File: config.mk
export PLATFORM = sky130hd
export DESIGN_NAME = fv_bank_cfg_regs
export DESIGN_NICKNAME = d
export VERILOG_FILES = /design/src/hw/fv_bank_pkg.sv /design/src/hw/fv_bank_cfg_regs.sv
export VERILOG_INCLUDE_DIRS = /design/src /design/src/include
export SDC_FILE = /design/constraint.sdc
export NUM_CORES = 1
export LEC_CHECK = 0
export ABC_AREA = 1
export BUFFER_PORTS_ARGS = -buffer_cell sky130_fd_sc_hd__buf_2
export CAP_MARGIN = 5
export CORE_AREA = 2 2 39 41
export CTS_BUF_LIST = sky130_fd_sc_hd__clkbuf_4 sky130_fd_sc_hd__clkbuf_8
export CTS_CLUSTER_DIAMETER = 30
export CTS_CLUSTER_SIZE = 28
export DETAILED_ROUTE_END_ITERATION = 8
export DIE_AREA = 0 0 41 43
export PLACE_DENSITY = 0.39
export SLEW_MARGIN = 0
export SYNTH_ARGS = -nofsm -noshare
export SYNTH_HDL_FRONTEND = slang
export SYNTH_SLANG_ARGS = --single-unit
File: constraint.sdc
create_clock -name clk -period 0.8 [get_ports clk]
set_input_delay 0.08 -clock clk [delete_from_list [all_inputs] [get_ports clk]]
set_output_delay 0.08 -clock clk [all_outputs]
set_load 0.02 [all_outputs]
File: src/include/fv_bank_cfg.svh
`ifndef FV_BANK_CFG_SVH
`define FV_BANK_CFG_SVH

// width of one feature word in bits.
`define FV_BW 32

// longest vector a PE may ask for, in words.
`define MAX_FV_NUM 8

// number of edge PEs that can be tagged on a request.
`define NUM_EDGE_PE 4

// bank SRAM size in words; FV_ADDR_W must cover it.
`define FV_BANK_DEPTH 256
`define FV_ADDR_W 8

`endif

File: src/hw/fv_bank_pkg.sv
`default_nettype none

`include "fv_bank_cfg.svh"

package fv_bank_pkg;

    // vector length, wide enough to hold MAX_FV_NUM itself.
    typedef logic [$clog2(`MAX_FV_NUM):0] fv_num_t;

    typedef logic [$clog2(`NUM_EDGE_PE)-1:0] fv_tag_t;

    // one word of a loader burst.
    typedef struct packed {
        logic                  sos;
        logic                  eos;
        logic [`FV_ADDR_W-1:0] addr;
        logic [`FV_BW-1:0]     data;
    } fv_load_t;

    typedef struct packed {
        logic                  valid;
        logic [`FV_ADDR_W-1:0] addr;
        fv_tag_t               pe_tag;
    } fv_read_req_t;

    // cen is the read enable, wen the write enable.
    typedef struct packed {
        logic                  cen;
        logic                  wen;
        logic [`FV_ADDR_W-1:0] addr;
        logic [`FV_BW-1:0]     wdata;
    } fv_sram_req_t;

    typedef struct packed {
        logic              valid;
        logic              sos;
        logic              eos;
        fv_tag_t           pe_tag;
        logic [`FV_BW-1:0] data;
    } fv_stream_t;

endpackage

`default_nettype wire

File: src/hw/fv_bank_cfg_regs.sv
`default_nettype none

`include "fv_bank_cfg.svh"

module fv_bank_cfg_regs (
    input  wire logic                 clk,
    input  wire logic                 reset,
    input  wire logic                 cfg_we,
    input  wire fv_bank_pkg::fv_num_t cfg_wdata,
    output fv_bank_pkg::fv_num_t      num_fv,
    output logic                      cfg_error
);

    import fv_bank_pkg::*;

    localparam fv_num_t max_num = fv_num_t'(`MAX_FV_NUM);

    logic legal;

    // a length of zero or beyond the largest vector is refused.
    assign legal = (cfg_wdata != '0) && (cfg_wdata <= max_num);

    always_ff @(posedge clk) begin
        if (reset) begin
            num_fv    <= fv_num_t'(1);
            cfg_error <= 1'b0;
        end else if (cfg_we) begin
            if (legal) begin
                num_fv <= cfg_wdata;
            end else begin
                // sticky until the next reset.
                cfg_error <= 1'b1;
            end
        end
    end

    // the controller relies on a length that is never zero.
    num_fv_range_a: assert property (
        @(posedge clk) disable iff (reset)
        (num_fv != '0) && (num_fv <= max_num)
    ) else $error("vector length %0d out of range", num_fv);

endmodule

`default_nettype wire

==> impl_metrics.tcl <==
set metrics [dict create \
    status "complete, but fails checks" \
    violations "hold timing" \
    htreeDepth 1 \
    cts_tree "yes" \
    worstPathRequired_ps 720 \
    reg2reg_depth 4 \
    grt_max_degree 7 \
    hold_slack_ps -1.51 \
    finalSetupViolations 0 \
    grt_pass1_vias 207 \
    synth_cell_types 12 \
    fin_cells 69 \
    p_per_area_nw_per_um2 1830 \
    drt_iter0_drc 0 \
    dr.pass1.iters 1 \
    grt_setup_unrepaired "false" \
    synth_area_um2 269 \
    postCtsHoldBufs 0 \
    post_drt_wl_per_cell_um 7.23 \
    antenna_left 0 \
    top_level_ports 12 \
    worstHoldEndpoint "cfg_error" \
    final_cell_mix "inv_1, nand2_1, buf_2, dfxtp_2, buf_6" \
    root_buffer "clkbuf_4" \
    r2r_slack_ps 210 \
    p_leak_nw 0.215 \
    viasPerCell 3.72 \
    max_freq_mhz 1330 \
    nets 61 \
    vias 257 \
    final_common_cell "inv_1" \
    slew_viol_final 0 \
    die_y_um 43 \
    cpMaxStageDelayCell "dfxtp_2" \
    reg2reg_to "num_fv[1]" \
    grt_overflow 0 \
    synth_nets 44 \
    numCtsBuffers 3 \
    grt_antenna_before_repair 0 \
    post-route-util_pct 30.3 \
    row_count 14 \
    drt-total-wl_um 499 \
    ys_seq_area_share_pct 37.2 \
    avgSynthCellArea_um2 7.27 \
    critical_path.top_delay_family "flip-flops" \
    placement.cell_area_um2 352 \
    placed_cells 65 \
    max-slew-margin-rel_pct 91.6 \
    hp-start "reset" \
    syn2layout_area_growth_pct 55.8 \
    cp.arrival_ps 670 \
    route.detailed.drc 0 \
    crit_chain "buf_6" \
    die_w_um 41 \
    end_kind "output pin" \
    r2r_start "num_fv[1]" \
    critPathMaxStageDelay_ps 320 \
    ys_ff_latch 5 \
    hpwl_um 430 \
    finalHoldViolCount 1 \
    cts_buffer_depth 2 \
    fin_crit_sh_pct 94.3 \
    initial_core_util_pct 19.4 \
    start_kind "flip-flop" \
    antenna_cells 0 \
    clock-sinks 5 \
    timing.critical_path.buf_inv 1 \
    grt.total_usage_pct 7.62 \
    hold_depth 2 \
    place.gp.congestion 0.633 \
    design_area_um2 419 \
    synthCells 37 \
    clock_latency_ps 240 \
    tightest_slew_ps 126 \
    crit_type "reg -> out" \
    ir_drop_mv 0.459 \
    yosysWarnings 0 \
    drive_gt1_share_pct 49.1 \
    dieArea_um2 1760 \
    core_um2 1380 \
    cap_violations 0 \
    finalCriticalPeriod_ps 754 \
    port_buffers 11 \
    crit_fanout 2 \
    hold_path.class "in -> reg" \
    clkSlewWorstSetupHoldPaths_ps 40 \
    grt_pass1_wl_um 876 \
    skew_ps 0 \
]
cell type report:
class	count	area, µm²
Fill cell	153	965
Inverter	9	33.8
Multi-Input combinational cell	23	135
Timing Repair Buffer	12	93.8
Tap cell	16	20.0
Sequential cell	5	106
Clock buffer	4	30.0
synth_stat cells:
master / n / share of area [%]
nand2_2: 2 / 4.7
nand3_4: 1 / 6.5
nand2_4: 1 / 4.2
nor2_4: 1 / 4.2
nand4_1: 3 / 7.0
dfxtp_1: 5 / 37
nand3_1: 1 / 1.9
nand2_1: 8 / 11
inv_1: 9 / 13
nor2_1: 3 / 4.2
a21oi_1: 2 / 3.7
nand3b_1: 1 / 2.8
sequential cells by signal, summed over array words and instances (netlist names):
register and flops:
cfg_error 1, num_fv 4
worst max-delay path by stage:
stage / to / cells after the start / startpoint
CTS: num_fv[1] / 1 / num_fv[1]
finish: num_fv[1] / 1 / num_fv[1]
detailed placement: num_fv[0] / 7 / cfg_wdata[1]
floorplan: num_fv[1] / 4 / num_fv[1]
global route: num_fv[3] / 1 / num_fv[3]
global placement: num_fv[1] / 8 / cfg_wdata[1]
cells by family after synthesis:
group / Yosys count / share of synthesized area [%]
buf+inv: 9 / 12.6
simple gates: 21 / 46.5
compound gates: 2 / 3.72
flops: 5 / 37.2
per-stage QoR:
step | power (mW) | setup TNS [ps] | setup slack, ps | hold WS [ps]
after global routing | 0.823 | 0 | 13.9 | 15.5
after detailed placement | 0.425 | -61.7 | -26.1 | 255
final | 0.767 | 0 | 45.9 | -1.51
after CTS | 0.757 | 0 | 1.40 | 2.19
after global placement | 0.425 | -62.2 | -24.1 | 252
after floorplan | 0.369 | 0 | 104 | 149
what timing repair did:
action | CTS | global route
buffers inserted | 0 | 0
gates resized for setup | 2 | 13
setup endpoints to repair | 2 | 5
layer usage:
layer,global-route usage [%],routed length (µm)
met1,12.1,265
met2,8.13,203
met3,1.57,31
met4,6.00,0
met5,0,0
report_power, final:
part	total, mW	switching, mW	internal (mW)
clock network	0.319	0.0968	0.222
registers	0.285	0.0118	0.273
logic	0.164	0.0867	0.0768
total	0.767	0.195	0.572
No activity file was read; power rests on OpenSTA's default activity.
