[src/include/fv_bank_cfg.svh]
`ifndef FV_BANK_CFG_SVH
`define FV_BANK_CFG_SVH

// width of one feature word in bits.
`define FV_BW 32

// longest vector a PE may ask for, in words.
`define MAX_FV_NUM 8

// number of edge PEs that can be tagged on a request.
`define NUM_EDGE_PE 4

// bank SRAM size in words; FV_ADDR_W must cover it.
`define FV_BANK_DEPTH 256
`define FV_ADDR_W 8

`endif

[src/hw/fv_bank_pkg.sv]
`default_nettype none

`include "fv_bank_cfg.svh"

package fv_bank_pkg;

    // vector length, wide enough to hold MAX_FV_NUM itself.
    typedef logic [$clog2(`MAX_FV_NUM):0] fv_num_t;

    typedef logic [$clog2(`NUM_EDGE_PE)-1:0] fv_tag_t;

    // one word of a loader burst.
    typedef struct packed {
        logic                  sos;
        logic                  eos;
        logic [`FV_ADDR_W-1:0] addr;
        logic [`FV_BW-1:0]     data;
    } fv_load_t;

    typedef struct packed {
        logic                  valid;
        logic [`FV_ADDR_W-1:0] addr;
        fv_tag_t               pe_tag;
    } fv_read_req_t;

    // cen is the read enable, wen the write enable.
    typedef struct packed {
        logic                  cen;
        logic                  wen;
        logic [`FV_ADDR_W-1:0] addr;
        logic [`FV_BW-1:0]     wdata;
    } fv_sram_req_t;

    typedef struct packed {
        logic              valid;
        logic              sos;
        logic              eos;
        fv_tag_t           pe_tag;
        logic [`FV_BW-1:0] data;
    } fv_stream_t;

endpackage

`default_nettype wire

[src/hw/fv_bank_ctrl.sv]
`default_nettype none

`include "fv_bank_cfg.svh"

module fv_bank_ctrl (
    input  wire logic                      clk,
    input  wire logic                      reset,
    input  wire fv_bank_pkg::fv_num_t      num_fv,
    input  wire fv_bank_pkg::fv_load_t     load,
    input  wire fv_bank_pkg::fv_read_req_t req,
    input  wire logic [`FV_BW-1:0]         rdata,
    output fv_bank_pkg::fv_sram_req_t      sram_req,
    output fv_bank_pkg::fv_stream_t        stream,
    output logic                           busy
);

    import fv_bank_pkg::*;

    typedef enum logic [1:0] {
        st_idle,
        st_write_fv,
        st_stream
    } state_t;

    state_t                state;
    state_t                state_next;
    fv_sram_req_t          sram_req_next;
    logic [`FV_ADDR_W-1:0] rd_addr;
    fv_num_t               rd_cnt;
    fv_num_t               out_cnt;
    fv_num_t               num_q;
    fv_tag_t               tag_q;
    logic                  start_rd;
    logic                  issue_rd;
    logic                  rvalid;
    logic                  last_out;

    // a load sos in idle takes the bank and drops a request in the same cycle.
    assign start_rd = (state == st_idle) && !load.sos && req.valid;
    assign issue_rd = (state == st_stream) && (rd_cnt != num_q);

    // rvalid marks the cycle in which rdata holds a word of the vector.
    assign last_out = rvalid && (out_cnt == fv_num_t'(num_q - 1'b1));

    always_comb begin
        state_next          = state;
        sram_req_next       = '0;
        sram_req_next.wdata = load.data;
        case (state)
            st_idle: begin
                if (load.sos) begin
                    sram_req_next.wen  = 1'b1;
                    sram_req_next.addr = load.addr;
                    // a one-word burst is written without leaving idle.
                    if (!load.eos)
                        state_next = st_write_fv;
                end else if (req.valid) begin
                    sram_req_next.cen  = 1'b1;
                    sram_req_next.addr = req.addr;
                    state_next         = st_stream;
                end
            end
            st_write_fv: begin
                sram_req_next.wen  = 1'b1;
                sram_req_next.addr = load.addr;
                if (load.eos)
                    state_next = st_idle;
            end
            st_stream: begin
                if (issue_rd) begin
                    sram_req_next.cen  = 1'b1;
                    sram_req_next.addr = rd_addr;
                end
                // stay until the last word has been registered out.
                if (last_out)
                    state_next = st_idle;
            end
            default: begin
                state_next = st_idle;
            end
        endcase
    end

    always_ff @(posedge clk) begin
        if (reset) begin
            state        <= st_idle;
            sram_req.cen <= 1'b0;
            sram_req.wen <= 1'b0;
            rvalid       <= 1'b0;
        end else begin
            state    <= state_next;
            sram_req <= sram_req_next;
            rvalid   <= sram_req.cen;
        end
    end

    // rd_cnt counts reads issued, out_cnt trails it by the SRAM latency.
    always_ff @(posedge clk) begin
        if (reset) begin
            rd_cnt  <= '0;
            out_cnt <= '0;
        end else if (start_rd) begin
            rd_cnt  <= fv_num_t'(1);
            out_cnt <= '0;
        end else if (state == st_stream) begin
            if (issue_rd)
                rd_cnt <= rd_cnt + 1'b1;
            if (rvalid)
                out_cnt <= out_cnt + 1'b1;
        end
    end

    always_ff @(posedge clk) begin
        if (start_rd) begin
            rd_addr <= req.addr + 1'b1;
            tag_q   <= req.pe_tag;
            num_q   <= num_fv;
        end else if (issue_rd) begin
            rd_addr <= rd_addr + 1'b1;
        end
    end

    always_ff @(posedge clk) begin
        if (reset) begin
            stream.valid <= 1'b0;
            stream.sos   <= 1'b0;
            stream.eos   <= 1'b0;
        end else begin
            stream.valid  <= rvalid;
            stream.sos    <= rvalid && (out_cnt == '0);
            stream.eos    <= last_out;
            stream.pe_tag <= tag_q;
            stream.data   <= rdata;
        end
    end

    // the write in flight after eos still counts as busy.
    assign busy = (state == st_stream) || sram_req.wen;

    // PEs have no back-pressure, so a request while busy would be lost.
    req_while_busy_a: assert property (
        @(posedge clk) disable iff (reset)
        busy |-> !req.valid
    ) else $error("PE request while the bank is busy");

    load_while_stream_a: assert property (
        @(posedge clk) disable iff (reset)
        (state == st_stream) |-> !load.sos
    ) else $error("load burst started during a stream");

endmodule

`default_nettype wire

[config.mk]
export PLATFORM = sky130hd
export DESIGN_NAME = fv_bank_ctrl
export DESIGN_NICKNAME = d
export VERILOG_FILES = /design/src/hw/fv_bank_pkg.sv /design/src/hw/fv_bank_ctrl.sv
export VERILOG_INCLUDE_DIRS = /design/src /design/src/include
export SDC_FILE = /design/constraint.sdc
export NUM_CORES = 1
export LEC_CHECK = 0
export BUFFER_PORTS_ARGS = -buffer_cell sky130_fd_sc_hd__buf_2
export CAP_MARGIN = 25
export CORE_MARGIN = 2
export CORE_UTILIZATION = 35
export CTS_CLUSTER_SIZE = 16
export DETAILED_ROUTE_END_ITERATION = 7
export GPL_ROUTABILITY_DRIVEN = 1
export GPL_TIMING_DRIVEN = 0
export MAX_ROUTING_LAYER = met4
export PLACE_DENSITY = 0.67
export SYNTH_ARGS = -nofsm -noshare
export SYNTH_HDL_FRONTEND = slang
export SYNTH_SLANG_ARGS = --single-unit
[constraint.sdc]
create_clock -name clk -period 2.8 [get_ports clk]
set_input_delay 0.28 -clock clk [delete_from_list [all_inputs] [get_ports clk]]
set_output_delay 0.28 -clock clk [all_outputs]
set_load 0.01 [all_outputs]
==> parameters.txt <==
Parameter                              Value

Setup path
  Critical Path AT    2.61 ns
  Worst Setup Path Type    reg2reg
  Setup slack, reg-to-reg    0.30 ns
  Launching instance or port of the critical path    state[0]
  Critical Path Sink Type    flop
  Highest net fanout along the worst path    15
  Startpoint of the worst register-to-register path    state[0]
  Startpoint type of the worst setup path    flop
  Worst Reg2Reg Path Length in Cells    11
  Critical Path RT    2.92 ns

Layout
  Area occupied by multi-input gates    878 um2
  Most common cell after layout, fill and taps aside    sky130_fd_sc_hd__buf_2
  Fill cells    1015
  Core occupancy in the finished layout    47.3%
  Layout net count    521
  Layout Area Growth over Synthesis    31.6%
  Antenna diodes    0
  Post-route non-filler standard cell count    569
  Most frequent cells in the layout    sky130_fd_sc_hd__buf_2, sky130_fd_sc_hd__edfxtp_1, sky130_fd_sc_hd__nand2_1, sky130_fd_sc_hd__dfxtp_1, sky130_fd_sc_hd__xnor2_1
  Sequential cell area    2960 um2
  Layout cell share with drive strength beyond 1    45.5%

Power
  Sequential cell fraction of total power    57.2%
  Static leakage    2.12 nW
  Net switching power    0.764 mW
  Design internal power    2.48 mW
  Combinational group share of total power    11.6%
  Overall Power    3.25 mW
  Clock group share of total power    31.3%
  Sw Ratio    23.6%
  Pwr dens    631 nW/um2
  Worst VDD drop    0.000272 V

Die
  Area enclosed by the die boundary    12000 um2
  Top-level port count    171
  Horizontal die dimension    110 um
  Die Y-Extent    110 um
  Initial standard-cell utilization of the core    35.9%
  Row count    38
  Core Region    10900 um2

GRT
  Overflow after GRT    0
  Total GRT Usage    14.8%
  Largest net degree at the start of global routing    76
  Global-route wire length before repair    12.8 mm
  Vias in the first global route    2572
  Antenna violations before repair    0

Logic synthesis
  Synth top area share    67.5%
  Post-synthesis average cell area    15.9 um2
  Number of enable flip-flop cells after synthesis    88
  Largest area contributor in the netlist    sky130_fd_sc_hd__edfxtp_1
  Distinct cell type count of the synthesized netlist    38
  Sequential fraction of the synthesis area    75.7%
  Synthesized instance count    246
  Most used flip-flop cell after synthesis    sky130_fd_sc_hd__edfxtp_1
  Dominant cells by area after synthesis    sky130_fd_sc_hd__edfxtp_1, sky130_fd_sc_hd__dfxtp_1, sky130_fd_sc_hd__xnor2_1
  Count of yosys warnings during synthesis    0
  Synthesized cell area    3910 um2
  Syn Nets    342
  Post-synth ARST share    0%
  Count of state elements after synthesis    104

STA
  Slew HR    40.1%
  Slew at the pin closest to its max-slew limit    0.899 ns
  Share of the clock period used by the worst path after layout    89.2%
  Clock skew after layout    0.00572 ns
  Final-report setup violation count    0
  Total count of hold-check failures in the final report    0
  Setup repair after global routing missed its margin    false
  Maximum operating frequency    400 MHz
  Min setup slack post-route    0.302 ns
  Total negative slack for setup checks    0 ns
  Min Clock Period, post-route    2.50 ns
  Max Transition Viols Final    0

Flow run
  Number of violations of the max-capacitance limit    0

Place
  Estimated wirelength of the detail-placed design    6.89 mm
  Worst slack at placement    0.268 ns
  Gpl congestion    0.825
  Number of placed instances, taps included    554
  PortBufs    168

Clock tree
  Clock tree root driver cell    sky130_fd_sc_hd__clkbuf_8
  Count of instances resized after the clock tree is built    0
  Clock slew at reported path FFs    0.09 ns
  H-tree levels    3
  Sink Count    104
  CTS hold repair buffers    0
  Clock tree from TritonCTS    built
  Clk Latency, worst-skew pair    0.36 ns
  TritonCTS buffer count    9
  Post-CTS setup buffer count    0
  Deepest clock path buffer count    2

Hold path
  Startpoint of the lowest-slack hold path    load[40]
  Classification of the worst-slack hold path    in2reg
  Hold-critical path depth    2

Detailed routing
  Detailed Route Iter0 Violations    161
  Count of unresolved DRC violations after routing    0
  Number of search-and-repair iterations in the first detailed-routing pass    4
  Post-Route WL    8.94 mm
  Total number of vias    2614
  Per-cell routed wire length    15.7 um
  Antenna-violating nets left    0
  Mean number of vias per cell    4.59

Run status
  Outcome    finished, final reports clean
## synth_stat cells, types with 2 or more instances
library cell / count
sky130_fd_sc_hd__buf_2: 3
sky130_fd_sc_hd__edfxtp_1: 88
sky130_fd_sc_hd__inv_1: 8
sky130_fd_sc_hd__nand4_1: 2
sky130_fd_sc_hd__and3_1: 5
sky130_fd_sc_hd__nand3_1: 10
sky130_fd_sc_hd__nor2_1: 6
sky130_fd_sc_hd__nand2b_1: 2
sky130_fd_sc_hd__buf_4: 2
sky130_fd_sc_hd__nor2b_1: 10
sky130_fd_sc_hd__ha_1: 5
sky130_fd_sc_hd__a21oi_1: 5
sky130_fd_sc_hd__nand2_1: 16
sky130_fd_sc_hd__nor3_1: 3
sky130_fd_sc_hd__o22ai_1: 8
sky130_fd_sc_hd__a31oi_1: 8
sky130_fd_sc_hd__xnor2_1: 14
sky130_fd_sc_hd__o21ai_0: 4
sky130_fd_sc_hd__xor2_1: 7
sky130_fd_sc_hd__dfxtp_1: 16
sky130_fd_sc_hd__clkbuf_1: 2
sky130_fd_sc_hd__mux2i_1: 6
## metrics by stage
stage          hold slack [ns]  cell area (um2)
6_report                0.0852             5150
5_1_grt                 0.0601             5150
4_1_cts                 0.0629             5150
3_5_place_dp             0.412             4930
3_3_place_gp             0.401             4930
2_1_floorplan            0.359             3910
## flip-flops by register name, summed over array words and instances (netlist names)
signal	count
sram_req	42
state	2
num_q	4
rd_cnt	4
rvalid	1
rd_addr	8
out_cnt	4
tag_q	2
stream	37
## final cells by class
| class | instances | area share, % |
|---|---|---|
| plain buffers | 7 | 0.729 |
| flip-flops and latches | 104 | 57.6 |
| repair buffers | 168 | 16.3 |
| clock inverters | 6 | 1.80 |
| clock buffers | 9 | 2.41 |
| inverters | 9 | 0.705 |
| multi-input cells | 126 | 17.1 |
| well taps | 140 | 3.40 |
## kinds of logic after synthesis
logic type,count (synthesis),share of synthesized area [%]
compound gates,31,5.82
xor+xnor,22,5.28
simple gates,62,8.22
mux,6,1.54
buf+inv,16,1.82
fa+ha+maj,5,1.60
flops,104,75.7
## final timing paths
| check | end |
|---|---|
| max | rd_addr[6] |
| min | state[0] |
| max reg2reg | rd_addr[6] |
| min reg2reg | stream[32] |
## power groups by stage
stage / logic (mW) / registers [mW] / clock network (mW)
floorplan: 0.138 / 1.94 / 0
global placement: 0.374 / 1.89 / 0
detailed placement: 0.382 / 1.89 / 0
CTS: 0.383 / 1.86 / 1.04
global route: 0.416 / 1.87 / 1.10
finish: 0.375 / 1.86 / 1.01
## critical path, stage by stage, from the launching register on
cell and delay, ns:
sky130_fd_sc_hd__dfxtp_1 0.36, sky130_fd_sc_hd__nor3_2 0.25, sky130_fd_sc_hd__nand2_2 0.16, sky130_fd_sc_hd__inv_2 0.09, sky130_fd_sc_hd__buf_4 0.24, sky130_fd_sc_hd__mux2i_1 0.28, sky130_fd_sc_hd__inv_1 0.07, sky130_fd_sc_hd__ha_1 0.25
sky130_fd_sc_hd__and3_1 0.22, sky130_fd_sc_hd__nand3_1 0.09, sky130_fd_sc_hd__xor2_1 0.15, sky130_fd_sc_hd__mux2i_1 0.08
## routing by layer
metal | global-route usage, % | routed length [um] | vias to the layer above
met4 | 6.87 | 132 | 0
met1 | 16.8 | 3740 | 1223
met5 | - | 0 | -
li1 | - | - | 1273
met3 | 2.79 | 748 | 10
met2 | 25.2 | 4320 | 108
Power figures use the tool's default switching activity.
